## config.mk

```make
export PLATFORM = sky130hd
export DESIGN_NAME = avr_io_top
export DESIGN_NICKNAME = d
export VERILOG_FILES = /design/src/hdl/avr_io_pkg.sv /design/src/hdl/io_bus_if.sv /design/src/hdl/avr_io_top.sv /design/src/hdl/gpio_port.sv /design/src/hdl/irq_ctrl.sv /design/src/hdl/tim8.sv /design/src/hdl/tim_prescaler.sv
export SDC_FILE = /design/constraint.sdc
export NUM_CORES = 1
export LEC_CHECK = 0
export BUFFER_PORTS_ARGS = -buffer_cell sky130_fd_sc_hd__buf_2
export CAP_MARGIN = 20
export CELL_PAD_IN_SITES_DETAIL_PLACEMENT = 0
export CELL_PAD_IN_SITES_GLOBAL_PLACEMENT = 1
export CORE_MARGIN = 4
export CORE_UTILIZATION = 39
export DETAILED_ROUTE_END_ITERATION = 10
export HOLD_SLACK_MARGIN = 0.12
export PLACE_DENSITY = 0.84
export SLEW_MARGIN = 20
export SYNTH_ARGS = -nofsm -noshare
export SYNTH_HDL_FRONTEND = slang
export SYNTH_SLANG_ARGS = --single-unit
```

## constraint.sdc

```tcl
create_clock -name clk -period 2.6 [get_ports clk]
set_clock_uncertainty 0.2 [all_clocks]
set_input_delay 0.52 -clock clk [delete_from_list [all_inputs] [get_ports clk]]
set_output_delay 0.52 -clock clk [all_outputs]
set_load 0.05 [all_outputs]
```

## src/hdl/avr_io_pkg.sv

```systemverilog
package avr_io_pkg;

    localparam int IO_ADDR_W = 6;
    localparam int DATA_W    = 8;
    localparam int VEC_W     = 6;
    localparam int IRQ_N     = 2;   // Bit 0 compare A, bit 1 overflow

    // Port B and C register map
    localparam logic [IO_ADDR_W-1:0] PINB_ADDR  = 6'h03;
    localparam logic [IO_ADDR_W-1:0] DDRB_ADDR  = 6'h04;
    localparam logic [IO_ADDR_W-1:0] PORTB_ADDR = 6'h05;
    localparam logic [IO_ADDR_W-1:0] PINC_ADDR  = 6'h06;
    localparam logic [IO_ADDR_W-1:0] DDRC_ADDR  = 6'h07;
    localparam logic [IO_ADDR_W-1:0] PORTC_ADDR = 6'h08;

    // Timer 0
    localparam logic [IO_ADDR_W-1:0] TIFR0_ADDR  = 6'h15;
    localparam logic [IO_ADDR_W-1:0] TCCR0_ADDR  = 6'h25;
    localparam logic [IO_ADDR_W-1:0] TCNT0_ADDR  = 6'h26;
    localparam logic [IO_ADDR_W-1:0] OCR0A_ADDR  = 6'h27;
    localparam logic [IO_ADDR_W-1:0] TIMSK0_ADDR = 6'h2e;

    localparam int TCCR0_CTC_BIT = 3;
    localparam int COMPA_BIT     = 0;   // Same position in TIFR0, TIMSK0 and irq lines
    localparam int OVF_BIT       = 1;

    localparam logic [VEC_W-1:0] VEC_TIM0_COMPA = 6'd21;
    localparam logic [VEC_W-1:0] VEC_TIM0_OVF   = 6'd23;

    // div8, div64, div256, div1024 from bit 0 up
    typedef logic [3:0] tick_vec_t;

    typedef enum logic [2:0] {
        CS_STOP    = 3'd0,
        CS_DIV1    = 3'd1,
        CS_DIV8    = 3'd2,
        CS_DIV64   = 3'd3,
        CS_DIV256  = 3'd4,
        CS_DIV1024 = 3'd5
    } clk_sel_e;

    typedef enum logic [1:0] {
        IRQ_IDLE  = 2'd0,
        IRQ_PEND  = 2'd1,
        IRQ_CLEAR = 2'd2
    } irq_state_e;

endpackage

```

## src/hdl/io_bus_if.sv

```systemverilog
// Single-cycle I/O register bus, write strobe plus combinational read
interface io_bus_if;

    logic [avr_io_pkg::IO_ADDR_W-1:0] addr;
    logic                             wr;
    logic                             rd;
    logic [avr_io_pkg::DATA_W-1:0]    wdata;

    // Address decode side, driven from the top-level pins
    modport master (
        output addr,
        output wr,
        output rd,
        output wdata
    );

    modport periph (
        input addr,
        input wr,
        input rd,
        input wdata
    );

endinterface

```

## src/hdl/avr_io_top.sv

```systemverilog
module avr_io_top (
    input  logic                             clk,
    input  logic                             rst,
    input  logic [avr_io_pkg::IO_ADDR_W-1:0] io_addr,
    input  logic                             io_wr,
    input  logic                             io_rd,
    input  logic [avr_io_pkg::DATA_W-1:0]    io_wdata,
    output logic [avr_io_pkg::DATA_W-1:0]    io_rdata,
    input  logic [avr_io_pkg::DATA_W-1:0]    pb_in,
    input  logic [avr_io_pkg::DATA_W-1:0]    pc_in,
    output logic [avr_io_pkg::DATA_W-1:0]    pb_out,
    output logic [avr_io_pkg::DATA_W-1:0]    pb_oe,
    output logic [avr_io_pkg::DATA_W-1:0]    pc_out,
    output logic [avr_io_pkg::DATA_W-1:0]    pc_oe,
    output logic                             oc0a,
    output logic                             irq,
    output logic [avr_io_pkg::VEC_W-1:0]     irq_vector,
    input  logic                             irq_ack
);

    logic [avr_io_pkg::DATA_W-1:0] pb_rdata;
    logic [avr_io_pkg::DATA_W-1:0] pc_rdata;
    logic [avr_io_pkg::DATA_W-1:0] tim_rdata;
    avr_io_pkg::tick_vec_t         ticks;
    logic [avr_io_pkg::IRQ_N-1:0]  irq_req;
    logic [avr_io_pkg::IRQ_N-1:0]  irq_clr;

    io_bus_if bus ();

    assign bus.addr  = io_addr;
    assign bus.wr    = io_wr;
    assign bus.rd    = io_rd;
    assign bus.wdata = io_wdata;

    gpio_port #(
        .PIN_ADDR  (avr_io_pkg::PINB_ADDR),
        .DDR_ADDR  (avr_io_pkg::DDRB_ADDR),
        .PORT_ADDR (avr_io_pkg::PORTB_ADDR),
        .PIN_MASK  (8'hf0)                     // PB7..PB4 bonded out
    ) i_port_b (
        .clk      (clk),
        .rst      (rst),
        .bus      (bus),
        .rdata    (pb_rdata),
        .pins_in  (pb_in),
        .pins_out (pb_out),
        .pins_oe  (pb_oe)
    );

    gpio_port #(
        .PIN_ADDR  (avr_io_pkg::PINC_ADDR),
        .DDR_ADDR  (avr_io_pkg::DDRC_ADDR),
        .PORT_ADDR (avr_io_pkg::PORTC_ADDR),
        .PIN_MASK  (8'hc0)                     // PC7 and PC6 only
    ) i_port_c (
        .clk      (clk),
        .rst      (rst),
        .bus      (bus),
        .rdata    (pc_rdata),
        .pins_in  (pc_in),
        .pins_out (pc_out),
        .pins_oe  (pc_oe)
    );

    tim_prescaler i_prescaler (
        .clk   (clk),
        .rst   (rst),
        .ticks (ticks)
    );

    tim8 i_tim0 (
        .clk     (clk),
        .rst     (rst),
        .bus     (bus),
        .rdata   (tim_rdata),
        .ticks   (ticks),
        .irq_clr (irq_clr),
        .irq_req (irq_req),
        .oc0a    (oc0a)
    );

    irq_ctrl i_irq_ctrl (
        .clk        (clk),
        .rst        (rst),
        .irq_req    (irq_req),
        .irq_clr    (irq_clr),
        .irq        (irq),
        .irq_vector (irq_vector),
        .irq_ack    (irq_ack)
    );

    // Unaddressed peripherals drive zero, so a plain OR merges the reads
    assign io_rdata = pb_rdata | pc_rdata | tim_rdata;

endmodule

```

## src/hdl/gpio_port.sv

```systemverilog
module gpio_port #(
    parameter logic [avr_io_pkg::IO_ADDR_W-1:0] PIN_ADDR  = avr_io_pkg::PINB_ADDR,
    parameter logic [avr_io_pkg::IO_ADDR_W-1:0] DDR_ADDR  = avr_io_pkg::DDRB_ADDR,
    parameter logic [avr_io_pkg::IO_ADDR_W-1:0] PORT_ADDR = avr_io_pkg::PORTB_ADDR,
    parameter logic [avr_io_pkg::DATA_W-1:0]    PIN_MASK  = 8'hff
) (
    input  logic                          clk,
    input  logic                          rst,
    io_bus_if.periph                      bus,
    output logic [avr_io_pkg::DATA_W-1:0] rdata,
    input  logic [avr_io_pkg::DATA_W-1:0] pins_in,
    output logic [avr_io_pkg::DATA_W-1:0] pins_out,
    output logic [avr_io_pkg::DATA_W-1:0] pins_oe
);

    logic [avr_io_pkg::DATA_W-1:0] port_q;
    logic [avr_io_pkg::DATA_W-1:0] ddr_q;
    logic [avr_io_pkg::DATA_W-1:0] sync_q;
    logic [avr_io_pkg::DATA_W-1:0] pin_q;
    logic                          wr_port;
    logic                          wr_ddr;

    assign wr_port = bus.wr && (bus.addr == PORT_ADDR);
    assign wr_ddr  = bus.wr && (bus.addr == DDR_ADDR);

    always_ff @(posedge clk)
    begin
        if (rst)
        begin
            port_q <= '0;
            ddr_q  <= '0;
        end
        else
        begin
            if (wr_port)
                port_q <= bus.wdata & PIN_MASK; // Unbonded pins stay zero
            if (wr_ddr)
                ddr_q <= bus.wdata & PIN_MASK;
        end
    end

    // Two-flop synchroniser for the asynchronous pad inputs
    always_ff @(posedge clk)
    begin
        if (rst)
        begin
            sync_q <= '0;
            pin_q  <= '0;
        end
        else
        begin
            sync_q <= pins_in & PIN_MASK;
            pin_q  <= sync_q;
        end
    end

    assign pins_out = port_q & ddr_q;  // Only driven where the pin is an output
    assign pins_oe  = ddr_q;

    always_comb
    begin
        rdata = '0;
        if (bus.rd)
        begin
            case (bus.addr)
                PIN_ADDR:  rdata = pin_q;
                DDR_ADDR:  rdata = ddr_q;
                PORT_ADDR: rdata = port_q;
                default:   rdata = '0;
            endcase
        end
    end

endmodule

```

## src/hdl/irq_ctrl.sv

```systemverilog
module irq_ctrl (
    input  logic                               clk,
    input  logic                               rst,
    input  logic [avr_io_pkg::IRQ_N-1:0]       irq_req,
    output logic [avr_io_pkg::IRQ_N-1:0]       irq_clr,
    output logic                               irq,
    output logic [avr_io_pkg::VEC_W-1:0]       irq_vector,
    input  logic                               irq_ack
);

    localparam int N = avr_io_pkg::IRQ_N;

    avr_io_pkg::irq_state_e        state_q;
    logic [N-1:0]                  sel_q;     // One-hot source being served
    logic [avr_io_pkg::VEC_W-1:0]  vec_q;
    logic [N-1:0]                  pick_oh;
    logic [avr_io_pkg::VEC_W-1:0]  pick_vec;

    // Walk down so the lowest index ends up selected
    always_comb
    begin
        pick_oh  = '0;
        pick_vec = '0;
        for (int i = N - 1; i >= 0; i--)
        begin
            if (irq_req[i])
            begin
                pick_oh    = '0;
                pick_oh[i] = 1'b1;
                if (i == avr_io_pkg::COMPA_BIT)
                    pick_vec = avr_io_pkg::VEC_TIM0_COMPA;
                else
                    pick_vec = avr_io_pkg::VEC_TIM0_OVF;
            end
        end
    end

    always_ff @(posedge clk)
    begin
        if (rst)
        begin
            state_q <= avr_io_pkg::IRQ_IDLE;
            sel_q   <= '0;
            vec_q   <= '0;
        end
        else
        begin
            case (state_q)
                avr_io_pkg::IRQ_IDLE:
                begin
                    if (|irq_req)
                    begin
                        state_q <= avr_io_pkg::IRQ_PEND;
                        sel_q   <= pick_oh;
                        vec_q   <= pick_vec;
                    end
                end
                avr_io_pkg::IRQ_PEND:
                begin
                    if (irq_ack)
                        state_q <= avr_io_pkg::IRQ_CLEAR;
                end
                avr_io_pkg::IRQ_CLEAR:
                begin
                    state_q <= avr_io_pkg::IRQ_IDLE;  // Flag is gone by the next look
                    sel_q   <= '0;
                    vec_q   <= '0;
                end
                default: state_q <= avr_io_pkg::IRQ_IDLE;
            endcase
        end
    end

    assign irq        = (state_q == avr_io_pkg::IRQ_PEND);
    assign irq_vector = vec_q;
    assign irq_clr    = (state_q == avr_io_pkg::IRQ_CLEAR) ? sel_q : '0;

endmodule

```

## src/hdl/tim8.sv

```systemverilog
module tim8 (
    input  logic                               clk,
    input  logic                               rst,
    io_bus_if.periph                           bus,
    output logic [avr_io_pkg::DATA_W-1:0]      rdata,
    input  avr_io_pkg::tick_vec_t              ticks,
    input  logic [avr_io_pkg::IRQ_N-1:0]       irq_clr,
    output logic [avr_io_pkg::IRQ_N-1:0]       irq_req,
    output logic                               oc0a
);

    localparam int W = avr_io_pkg::DATA_W;
    localparam int N = avr_io_pkg::IRQ_N;

    logic [3:0]          tccr_q;    // CTC and clock select only
    logic [W-1:0]        tcnt_q;
    logic [W-1:0]        ocr_q;
    logic [N-1:0]        timsk_q;
    logic [N-1:0]        tifr_q;
    avr_io_pkg::clk_sel_e cs;
    logic                ctc;
    logic                cnt_en;
    logic                cmp_hit;
    logic                ovf_hit;
    logic                wr_tccr;
    logic                wr_tcnt;
    logic                wr_ocr;
    logic                wr_timsk;
    logic                wr_tifr;
    logic [N-1:0]        flag_set;
    logic [N-1:0]        flag_clr;

    assign wr_tccr  = bus.wr && (bus.addr == avr_io_pkg::TCCR0_ADDR);
    assign wr_tcnt  = bus.wr && (bus.addr == avr_io_pkg::TCNT0_ADDR);
    assign wr_ocr   = bus.wr && (bus.addr == avr_io_pkg::OCR0A_ADDR);
    assign wr_timsk = bus.wr && (bus.addr == avr_io_pkg::TIMSK0_ADDR);
    assign wr_tifr  = bus.wr && (bus.addr == avr_io_pkg::TIFR0_ADDR);

    assign cs  = avr_io_pkg::clk_sel_e'(tccr_q[2:0]);
    assign ctc = tccr_q[avr_io_pkg::TCCR0_CTC_BIT];

    always_comb
    begin
        case (cs)
            avr_io_pkg::CS_DIV1:    cnt_en = 1'b1;
            avr_io_pkg::CS_DIV8:    cnt_en = ticks[0];
            avr_io_pkg::CS_DIV64:   cnt_en = ticks[1];
            avr_io_pkg::CS_DIV256:  cnt_en = ticks[2];
            avr_io_pkg::CS_DIV1024: cnt_en = ticks[3];
            default:                cnt_en = 1'b0;  // Stop, also codes 6 and 7
        endcase
    end

    // A TCNT write swallows the count step of that cycle
    assign cmp_hit = cnt_en && !wr_tcnt && (tcnt_q == ocr_q);
    assign ovf_hit = cnt_en && !wr_tcnt && !cmp_hit && !ctc && (tcnt_q == '1);

    always_comb
    begin
        flag_set                        = '0;
        flag_set[avr_io_pkg::COMPA_BIT] = cmp_hit;
        flag_set[avr_io_pkg::OVF_BIT]   = ovf_hit;
    end

    // Write one to clear, as on the real part
    assign flag_clr = irq_clr | (wr_tifr ? bus.wdata[N-1:0] : '0);

    always_ff @(posedge clk)
    begin
        if (rst)
        begin
            tccr_q  <= '0;
            ocr_q   <= '0;
            timsk_q <= '0;
            tifr_q  <= '0;
        end
        else
        begin
            if (wr_tccr)
                tccr_q <= bus.wdata[3:0];
            if (wr_ocr)
                ocr_q <= bus.wdata;
            if (wr_timsk)
                timsk_q <= bus.wdata[N-1:0];
            tifr_q <= (tifr_q & ~flag_clr) | flag_set;  // Set wins over clear
        end
    end

    always_ff @(posedge clk)
    begin
        if (rst)
        begin
            tcnt_q <= '0;
            oc0a   <= 1'b0;
        end
        else
        begin
            if (wr_tcnt)
                tcnt_q <= bus.wdata;
            else if (cmp_hit && ctc)
                tcnt_q <= '0;
            else if (cnt_en)
                tcnt_q <= tcnt_q + 1'b1;

            if (cmp_hit)
                oc0a <= ~oc0a;   // Toggle on compare match
        end
    end

    assign irq_req = tifr_q & timsk_q;

    always_comb
    begin
        rdata = '0;
        if (bus.rd)
        begin
            case (bus.addr)
                avr_io_pkg::TCCR0_ADDR:  rdata = {{(W-4){1'b0}}, tccr_q};
                avr_io_pkg::TCNT0_ADDR:  rdata = tcnt_q;
                avr_io_pkg::OCR0A_ADDR:  rdata = ocr_q;
                avr_io_pkg::TIMSK0_ADDR: rdata = {{(W-N){1'b0}}, timsk_q};
                avr_io_pkg::TIFR0_ADDR:  rdata = {{(W-N){1'b0}}, tifr_q};
                default:                 rdata = '0;
            endcase
        end
    end

endmodule

```

## src/hdl/tim_prescaler.sv

```systemverilog
module tim_prescaler (
    input  logic                  clk,
    input  logic                  rst,
    output avr_io_pkg::tick_vec_t ticks
);

    logic [9:0] cnt_q;

    always_ff @(posedge clk)
    begin
        if (rst)
            cnt_q <= '0;
        else
            cnt_q <= cnt_q + 10'd1;
    end

    // One-cycle enables, fire on the last count of each period
    always_comb
    begin
        ticks    = '0;
        ticks[0] = &cnt_q[2:0];   // div8
        ticks[1] = &cnt_q[5:0];   // div64
        ticks[2] = &cnt_q[7:0];   // div256
        ticks[3] = &cnt_q;        // div1024
    end

endmodule
```

==> results.tsv, run 1 <==
stage	metric	value	unit
outcome	status	complete, but fails checks	
outcome	failing checks	negative setup slack	
synthesis	Post-synth top flop	dfxtp_1	
cts	Clock Sink Count	64	
synthesis	post-synth top area cell	dfxtp_1	
grt	global-route wire length before repair	13900	um
floorplan	initial core utilization	40.1	%
synthesis	top cell type's share of synthesized area	38.9	%
placement	Cell Area, Placed	3860	um2
cts	Inserted Clock Buffers	9	
synthesis	synth unique cells	51	
timing	Min Hold Slack	187	ps
grt	GR Overflow Total	0	
critical_path	Crit. Startpoint	io_addr[3]	
synthesis	number of synthesized flops with an enable pin	0	
timing	slew at the pin closest to its max-slew limit	590	ps
synthesis	flops & latches, synth	64	
cts	CTS Hold Bufs	0	
timing	max_slew headroom	60.3	%
synthesis	mapped cell area	3290	um2
timing	min Tclk post-route	2660	ps
floorplan	die area	9980	um2
synthesis	Post-Synth Adder-Cell Area	1.14	%
placement	Final GP Congestion	0.855	
critical_path	RR Startpoint	i_prescaler.cnt_q[0]	
critical_path	crit path kind	input pin to output pin	
cts	H-tree levels	3	
critical_path	Startpoint Class	input pin	
floorplan	core area	8220	um2
power_and_ir_drop	total power draw	1.99	mW
timing	RSZ-0062 raised after global routing	yes	
final_layout	final core occ	51.0	%
grt	GRT Resource Usage Total	17.3	%
timing	Slew Viols, Final	0	
power_and_ir_drop	PD cells	475	nW/um2
final_layout	Design Area, Final	4190	um2
grt	vias in the first global route	2851	
detailed_routing	via count	3168	
placement	pre-CTS WS	-214	ps
final_layout	layout cell share with drive strength beyond 1	26.5	%
synthesis	proportion of synthesized area in mux cells	3.15	%
cts	Skew-Pair Late Insertion Delay	340	ps
detailed_routing	antenna-violating nets left	0	
synthesis	top cells by area, synth	dfxtp_1 39%, buf_4 5.7%, a21oi_1 5.3%	
synthesis	sequential fraction of the synthesis area	38.9	%
hold_path	hold_sp	pb_in[6]	
timing	final period utilization	102	%
synthesis	largest family of logic cells by synthesized area	simple AND/OR/NAND/NOR gates	
final_layout	Layout Nets	519	
detailed_routing	DRT iter0 DRCs	268	
cts	CTS tree	built	
floorplan	FP Rows	33	
timing	final hold violation count	0	
placement	HPWL Detailed	6310	um
run	maxcap violations	0	
critical_path	Worst EP required	1880	ps
floorplan	Die Ht	99.9	um
timing	Max Clk Rate	0.376	GHz
synthesis	Commonest cells post-synth	64 x dfxtp_1, 45 x nand2_1, 35 x a21oi_1, 33 x nand3_1, 31 x nor2_1	
final_layout	ant diodes	0	
final_layout	Area Growth Syn to Fin	27.3	%
detailed_routing	WL/cell	14.5	um
detailed_routing	Detailed Route WL	8560	um
synthesis	Simple-Gate Fraction of Synth Area	26.6	%
critical_path	Critical Path AT	1940	ps
hold_path	HP Class	input pin to flip-flop	
detailed_routing	Residual DRC	0	
placement	PortBufs	50	
floorplan	die width	99.9	um
critical_path	Worst setup EP type	output pin	
synthesis	Avg Cell Area, Syn	8.13	um2
power_and_ir_drop	worst vdd ir	0.266	mV
synthesis	Synth Area in XOR/XNOR	4.25	%
floorplan	Boundary Pins	83	
timing	post-route setup slack	-59.5	ps
grt	initial antenna violation count	0	
cts	clk buf depth	2	
synthesis	post-synthesis compound-gate area fraction	17.4	%
detailed_routing	DR vias/cell	5.36	
grt	largest net degree at the start of global routing	40	
power_and_ir_drop	P_leak	1.66	nW
synthesis	Synth async-reset ratio	0	%
cts	Reg clk slew, reported paths	80	ps
synthesis	yosys warns	0	
synthesis	top-count cell post-synth	dfxtp_1	
critical_path	Critical Path Fanout Max	4	
detailed_routing	drt first pass iters	5	
cts	CTS root buffer	clkbuf_8	
timing	Setup-failing EPs final	2	
synthesis	Mapped Cells	405	
==> cell type report <==
cell class	instances	area [um2]
clock buffers	9	124
well taps	105	131
clock inverters	7	55.1
multi-input cells	313	1970
fillers	810	4020
inverters	7	26.3
repair buffers	86	602
flip-flops and latches	64	1280
==> per-layer routing <==
layer  track usage [%]  routed length, um  up-vias
met5                 0                  0        -
met4              3.78                 85        0
met3              3.75                566        9
met2              26.5               4030      111
met1              24.9               3880     1500
li1                  -                  -     1548
==> worst max-delay path, stage by stage <==
cell	delay, ps
buf_6	90
or4b_4	570
nor3_4	300
a22oi_2	110
a31oi_4	160
buf_6	180
==> flip-flops by register name (all words and copies together), names as in the netlist <==
name and flops:
i_prescaler.cnt_q 10, i_tim0.ocr_q 8, i_tim0.tcnt_q 8, i_port_b.pin_q 4, i_port_b.pins_oe 4, i_port_b.port_q 4
i_port_b.sync_q 4, i_tim0.tccr_q 4, i_irq_ctrl.irq_vector 2, i_irq_ctrl.state_q 2, i_port_c.pin_q 2, i_port_c.pins_oe 2
i_port_c.port_q 2, i_port_c.sync_q 2, i_tim0.tifr_q 2, i_tim0.timsk_q 2, i_irq_ctrl.sel_q 1, i_tim0.oc0a 1
==> final timing paths <==
check,to,slack (ps),cells after the start
worst max-delay path,io_rdata[5],-60,6
worst min-delay path,i_port_b.sync_q[6],190,2
worst max register to register,i_tim0.oc0a,170,6
worst min register to register,i_port_b.pin_q[4],240,1
==> repair_timing <==
item | in CTS | in global routing
gates resized for setup | 23 | 5
setup buffers | 2 | 3
setup endpoints to repair | 6 | 8
pin swaps | 9 | 8
gates cloned | 0 | 0
==> power breakdown <==
part / switching, mW / internal [mW] / leakage, nW / total (mW)
sequential: 0.0101 / 0.995 / 0.519 / 1.00
clock: 0.417 / 0.353 / 0.0862 / 0.770
combinational: 0.154 / 0.0643 / 1.06 / 0.219
==> placed cells by master, fill, tap and decap left out, drive strengths merged, types with 2 or more instances in the layout <==
master,n
conb,22
xor2,12
nand3,34
a2111oi,2
clkbuf,10
a31oi,7
inv,9
a22oi,14
clkinv,3
dfxtp,64
nor2,31
and3,5
a211oi,7
and2,6
nand2,45
o21ai,8
a222oi,2
nor2b,17
nor4,3
o22a,2
clkinvlp,2
nand4,4
or3,4
mux2,3
nand2b,5
xnor2,4
a21o,2
nor3,10
ha,3
a21oi,35
o31ai,2
buf,85
mux2i,7
==> cells by family (layout without fill, tap and decap cells) <==
family	Yosys count	in the layout
AO/OA/AOI/OAI	88	88
XOR/XNOR	16	16
adder cells (fa/ha/maj)	3	3
buffers and inverters	49	109
flip-flops	64	64
multiplexers	10	10
other	1	22
AND/OR/NAND/NOR	174	174
==> stage by stage <==
step | cells | setup TNS, ps
final | 591 | -111
after detailed placement | 570 | -1050
after CTS | 588 | -105
after floorplan | 426 | -348
after global routing | 591 | -290
after global placement | 570 | -880
No activity file was read; power rests on OpenSTA's default activity.
==> inputs of run 2 (changes only) <==
--- a/config.mk
+++ b/config.mk
@@ -10,11 +10,12 @@
 export CELL_PAD_IN_SITES_DETAIL_PLACEMENT = 0
 export CELL_PAD_IN_SITES_GLOBAL_PLACEMENT = 1
 export CORE_MARGIN = 4
-export CORE_UTILIZATION = 39
+export CORE_UTILIZATION = 41
 export DETAILED_ROUTE_END_ITERATION = 10
 export HOLD_SLACK_MARGIN = 0.12
-export PLACE_DENSITY = 0.84
+export PLACE_DENSITY = 0.85
 export SLEW_MARGIN = 20
 export SYNTH_ARGS = -nofsm -noshare
 export SYNTH_HDL_FRONTEND = slang
+export SYNTH_HIERARCHICAL = 1
 export SYNTH_SLANG_ARGS = --single-unit
==> results.tsv, run 2 <==
stage	metric	value	unit	change
detailed_routing	Detailed Route WL	8930	um	+4.3%
floorplan	Boundary Pins	83		unchanged
timing	final period utilization	100	%	-2.0 points
power_and_ir_drop	worst vdd ir	0.376	mV	+41%
outcome	status	complete, but fails checks		
critical_path	Slowest-stage cell, CP	or3b_4		
timing	RSZ-0062 raised after global routing	yes		
timing	Post-Route Setup TNS	-7.35	ps	+103 ps
synthesis	mapped cell area	3750	um2	+14%
final_layout	Top reg by flops	i_prescaler/cnt_q		
outcome	failing checks	negative setup slack		
cts	H-tree levels	3		unchanged
final_layout	final core occ	51.9	%	+0.88 points
cts	Clock Sink Count	64		unchanged
timing	post-route setup slack	-7.35	ps	+52.1 ps
cts	Skew-Pair Late Insertion Delay	340	ps	about the same
grt	vias in the first global route	3126		+9.6%
placement	HPWL Detailed	6360	um	+0.80%
placement	PortBufs	50		unchanged
final_layout	Design Area, Final	4570	um2	+9.0%
synthesis	Avg Cell Area, Syn	8.66	um2	+6.5%
cts	Reg clk slew, reported paths	70	ps	about the same
critical_path	CP peak stage delay	410	ps	-160 ps
cts	CTS root buffer	clkbuf_8		
placement	Cell Area, Placed	4070	um2	+5.5%
detailed_routing	via count	3194		+0.82%
grt	GR Overflow Total	0		unchanged
cts	CTS tree	built		
synthesis	post-synth top area cell	dfxtp_1		
power_and_ir_drop	P_leak	1.91	nW	+15%
cts	Inserted Clock Buffers	9		unchanged
detailed_routing	Residual DRC	0		unchanged
floorplan	core area	8810	um2	+7.2%
final_layout	Area Growth Syn to Fin	21.8	%	
final_layout	most common library cell in the layout ignoring fill and taps	dfxtp_1		
power_and_ir_drop	total power draw	2.23	mW	+12%
timing	Max Clk Rate	0.384	GHz	+2.0%
power_and_ir_drop	PD cells	489	nW/um2	+2.7%
cts	CTS Hold Bufs	0		unchanged
floorplan	die width	104	um	+3.7%
final_layout	Reg area	1280	um2	unchanged
placement	cell count after placement	588		+3.2%
synthesis	top cells by area, synth	dfxtp_1 34%, buf_4 7.6%, mux2i_1 4.3%		
final_layout	ant diodes	0		unchanged
final_layout	layout cell share with drive strength beyond 1	29.6	%	+3.1 points
synthesis	sequential fraction of the synthesis area	34.2	%	-4.7 points
critical_path	Critical Path AT	1890	ps	-50 ps
run	maxcap violations	0		unchanged
final_layout	fin cells	608		+2.9%
synthesis	Commonest cells post-synth	64 x dfxtp_1, 38 x buf_4, 37 x nand2_1, 27 x nor2_1, 22 x a21oi_1		
detailed_routing	drt first pass iters	5		unchanged
critical_path	Worst EP required	1880	ps	about the same
timing	min Tclk post-route	2610	ps	-52.1 ps
detailed_routing	DRT iter0 DRCs	218		-19%
final_layout	Largest regs	i_prescaler/cnt_q x10, i_tim0/ocr_q x8, i_tim0/tcnt_q x8		
critical_path	crit path kind	input pin to output pin		
final_layout	max reg flops	10		unchanged
placement	Final GP Congestion	0.861		+0.63%
floorplan	initial core utilization	42.6	%	+2.5 points
detailed_routing	antenna-violating nets left	0		unchanged
grt	initial antenna violation count	0		unchanged
synthesis	number of synthesized flops with an enable pin	0		unchanged
cts	clk buf depth	2		unchanged
synthesis	flops & latches, synth	64		unchanged
timing	Slew Viols, Final	0		unchanged
synthesis	synth unique cells	62		+22%
floorplan	FP Rows	34		+3.0%
timing	final hold violation count	0		unchanged
synthesis	Synth async-reset ratio	0	%	unchanged
timing	Setup-failing EPs final	1		-1
synthesis	Mapped Cells	433		+6.9%
critical_path	Critical Path Fanout Max	8		+4
critical_path	Worst setup EP type	output pin		
final_layout	fill cell count	843		+4.1%
final_layout	commonest non-fill, non-tap cells in the layout	64 x dfxtp_1, 37 x buf_2, 37 x nand2_1		
floorplan	die area	10700	um2	+7.6%
floorplan	Die Ht	104	um	+3.7%
final_layout	Multi-input gate area	2330	um2	+18%
final_layout	Layout Nets	533		+2.7%
hold_path	HP Class	input pin to flip-flop		
synthesis	top cell type's share of synthesized area	34.2	%	-4.7 points
synthesis	Post-synth top flop	dfxtp_1		
grt	GRT Resource Usage Total	16.4	%	-0.86 points
synthesis	yosys warns	6		+6
grt	global-route wire length before repair	14800	um	+5.9%
detailed_routing	WL/cell	14.7	um	+1.4%
critical_path	CP Cell Sequence	buf_8 > or3b_4 > a21oi_4 > o211ai_4 > nor3_2 > or3_1 > buf_6		
critical_path	Startpoint Class	input pin		
synthesis	top-count cell post-synth	dfxtp_1		
detailed_routing	DR vias/cell	5.25		-2.0%
grt	largest net degree at the start of global routing	78		+95%
==> run 2: cell count changes after synthesis, moves of 6 or more <==
cell / previous run / this run
buf_2: 0 / 6
nand3_1: 33 / 21
a31oi_1: 7 / 0
a2bb2oi_1: 1 / 8
nand2_1: 45 / 37
a21oi_1: 35 / 22
mux2_2: 3 / 9
a211oi_1: 6 / 0
buf_4: 25 / 38
clkbuf_1: 17 / 7
nand2b_1: 5 / 21
and2_1: 6 / 12
mux2i_1: 7 / 16
==> run 2: layout make-up <==
cell class	count	area share, %
multi-input cells	340	51.0
flip-flops and latches	64	28.0
repair buffers	76	12.9
clock buffers	10	3.01
well taps	108	2.96
clock inverters	6	1.81
inverters	4	0.328
==> run 2: worst paths after layout <==
path,slack (ps),startpoint,depth (start not counted),endpoint
max,-7,io_addr[1],7,io_rdata[2]
min,190,pb_in[7],2,i_port_b/sync_q[7]
max reg2reg,280,i_prescaler/cnt_q[0],9,i_tim0/tcnt_q[6]
min reg2reg,230,i_port_c/sync_q[6],1,i_port_c/pin_q[6]
==> run 2: what timing repair did <==
item,CTS,global route
pin swaps,13,14
cloned,1,0
buffers inserted,1,2
gates resized for setup,47,17
setup endpoints to repair,8,8
==> run 2: logic make-up (layout without fill, tap and decap cells) <==
group                    after synthesis  in the layout  synth area share (%)
buffers and inverters                 58             96                  10.2
other                                  3             32                 0.300
XOR/XNOR                              16             16                  3.74
AO/OA/AOI/OAI                         66             66                  11.9
flip-flops                            64             64                  34.2
adder cells (fa/ha/maj)                3              3                  1.00
multiplexers                          26             26                  7.27
AND/OR/NAND/NOR                      197            197                  31.4
==> run 2: critical path, delay by kind of cell <==
kind,cells,cell delay (ps)
simple gates,3,790
buf+inv,2,260
compound gates,2,320
==> run 2: stage by stage <==
stage / hold slack (ps) / setup WS, ps
6_report: 190 / -7.35
4_1_cts: 177 / -3.67
2_1_floorplan: 214 / 2.73
3_5_place_dp: 225 / -271
5_1_grt: 205 / -59.2
3_3_place_gp: 223 / -233
==> run 2: power by group <==
part	leakage, nW	total [mW]	internal (mW)	switching (mW)
logic	1.28	0.286	0.0998	0.186
registers	0.519	1.00	0.995	0.00944
clock network	0.112	0.942	0.561	0.382
==> run 2: metal layers <==
layer	vias up	wire length, um	global-route usage (%)
met5	-	0	0
met4	0	230	7.60
met3	20	383	3.36
met2	85	4500	28.5
met1	1515	3820	19.5
li1	1574	-	-
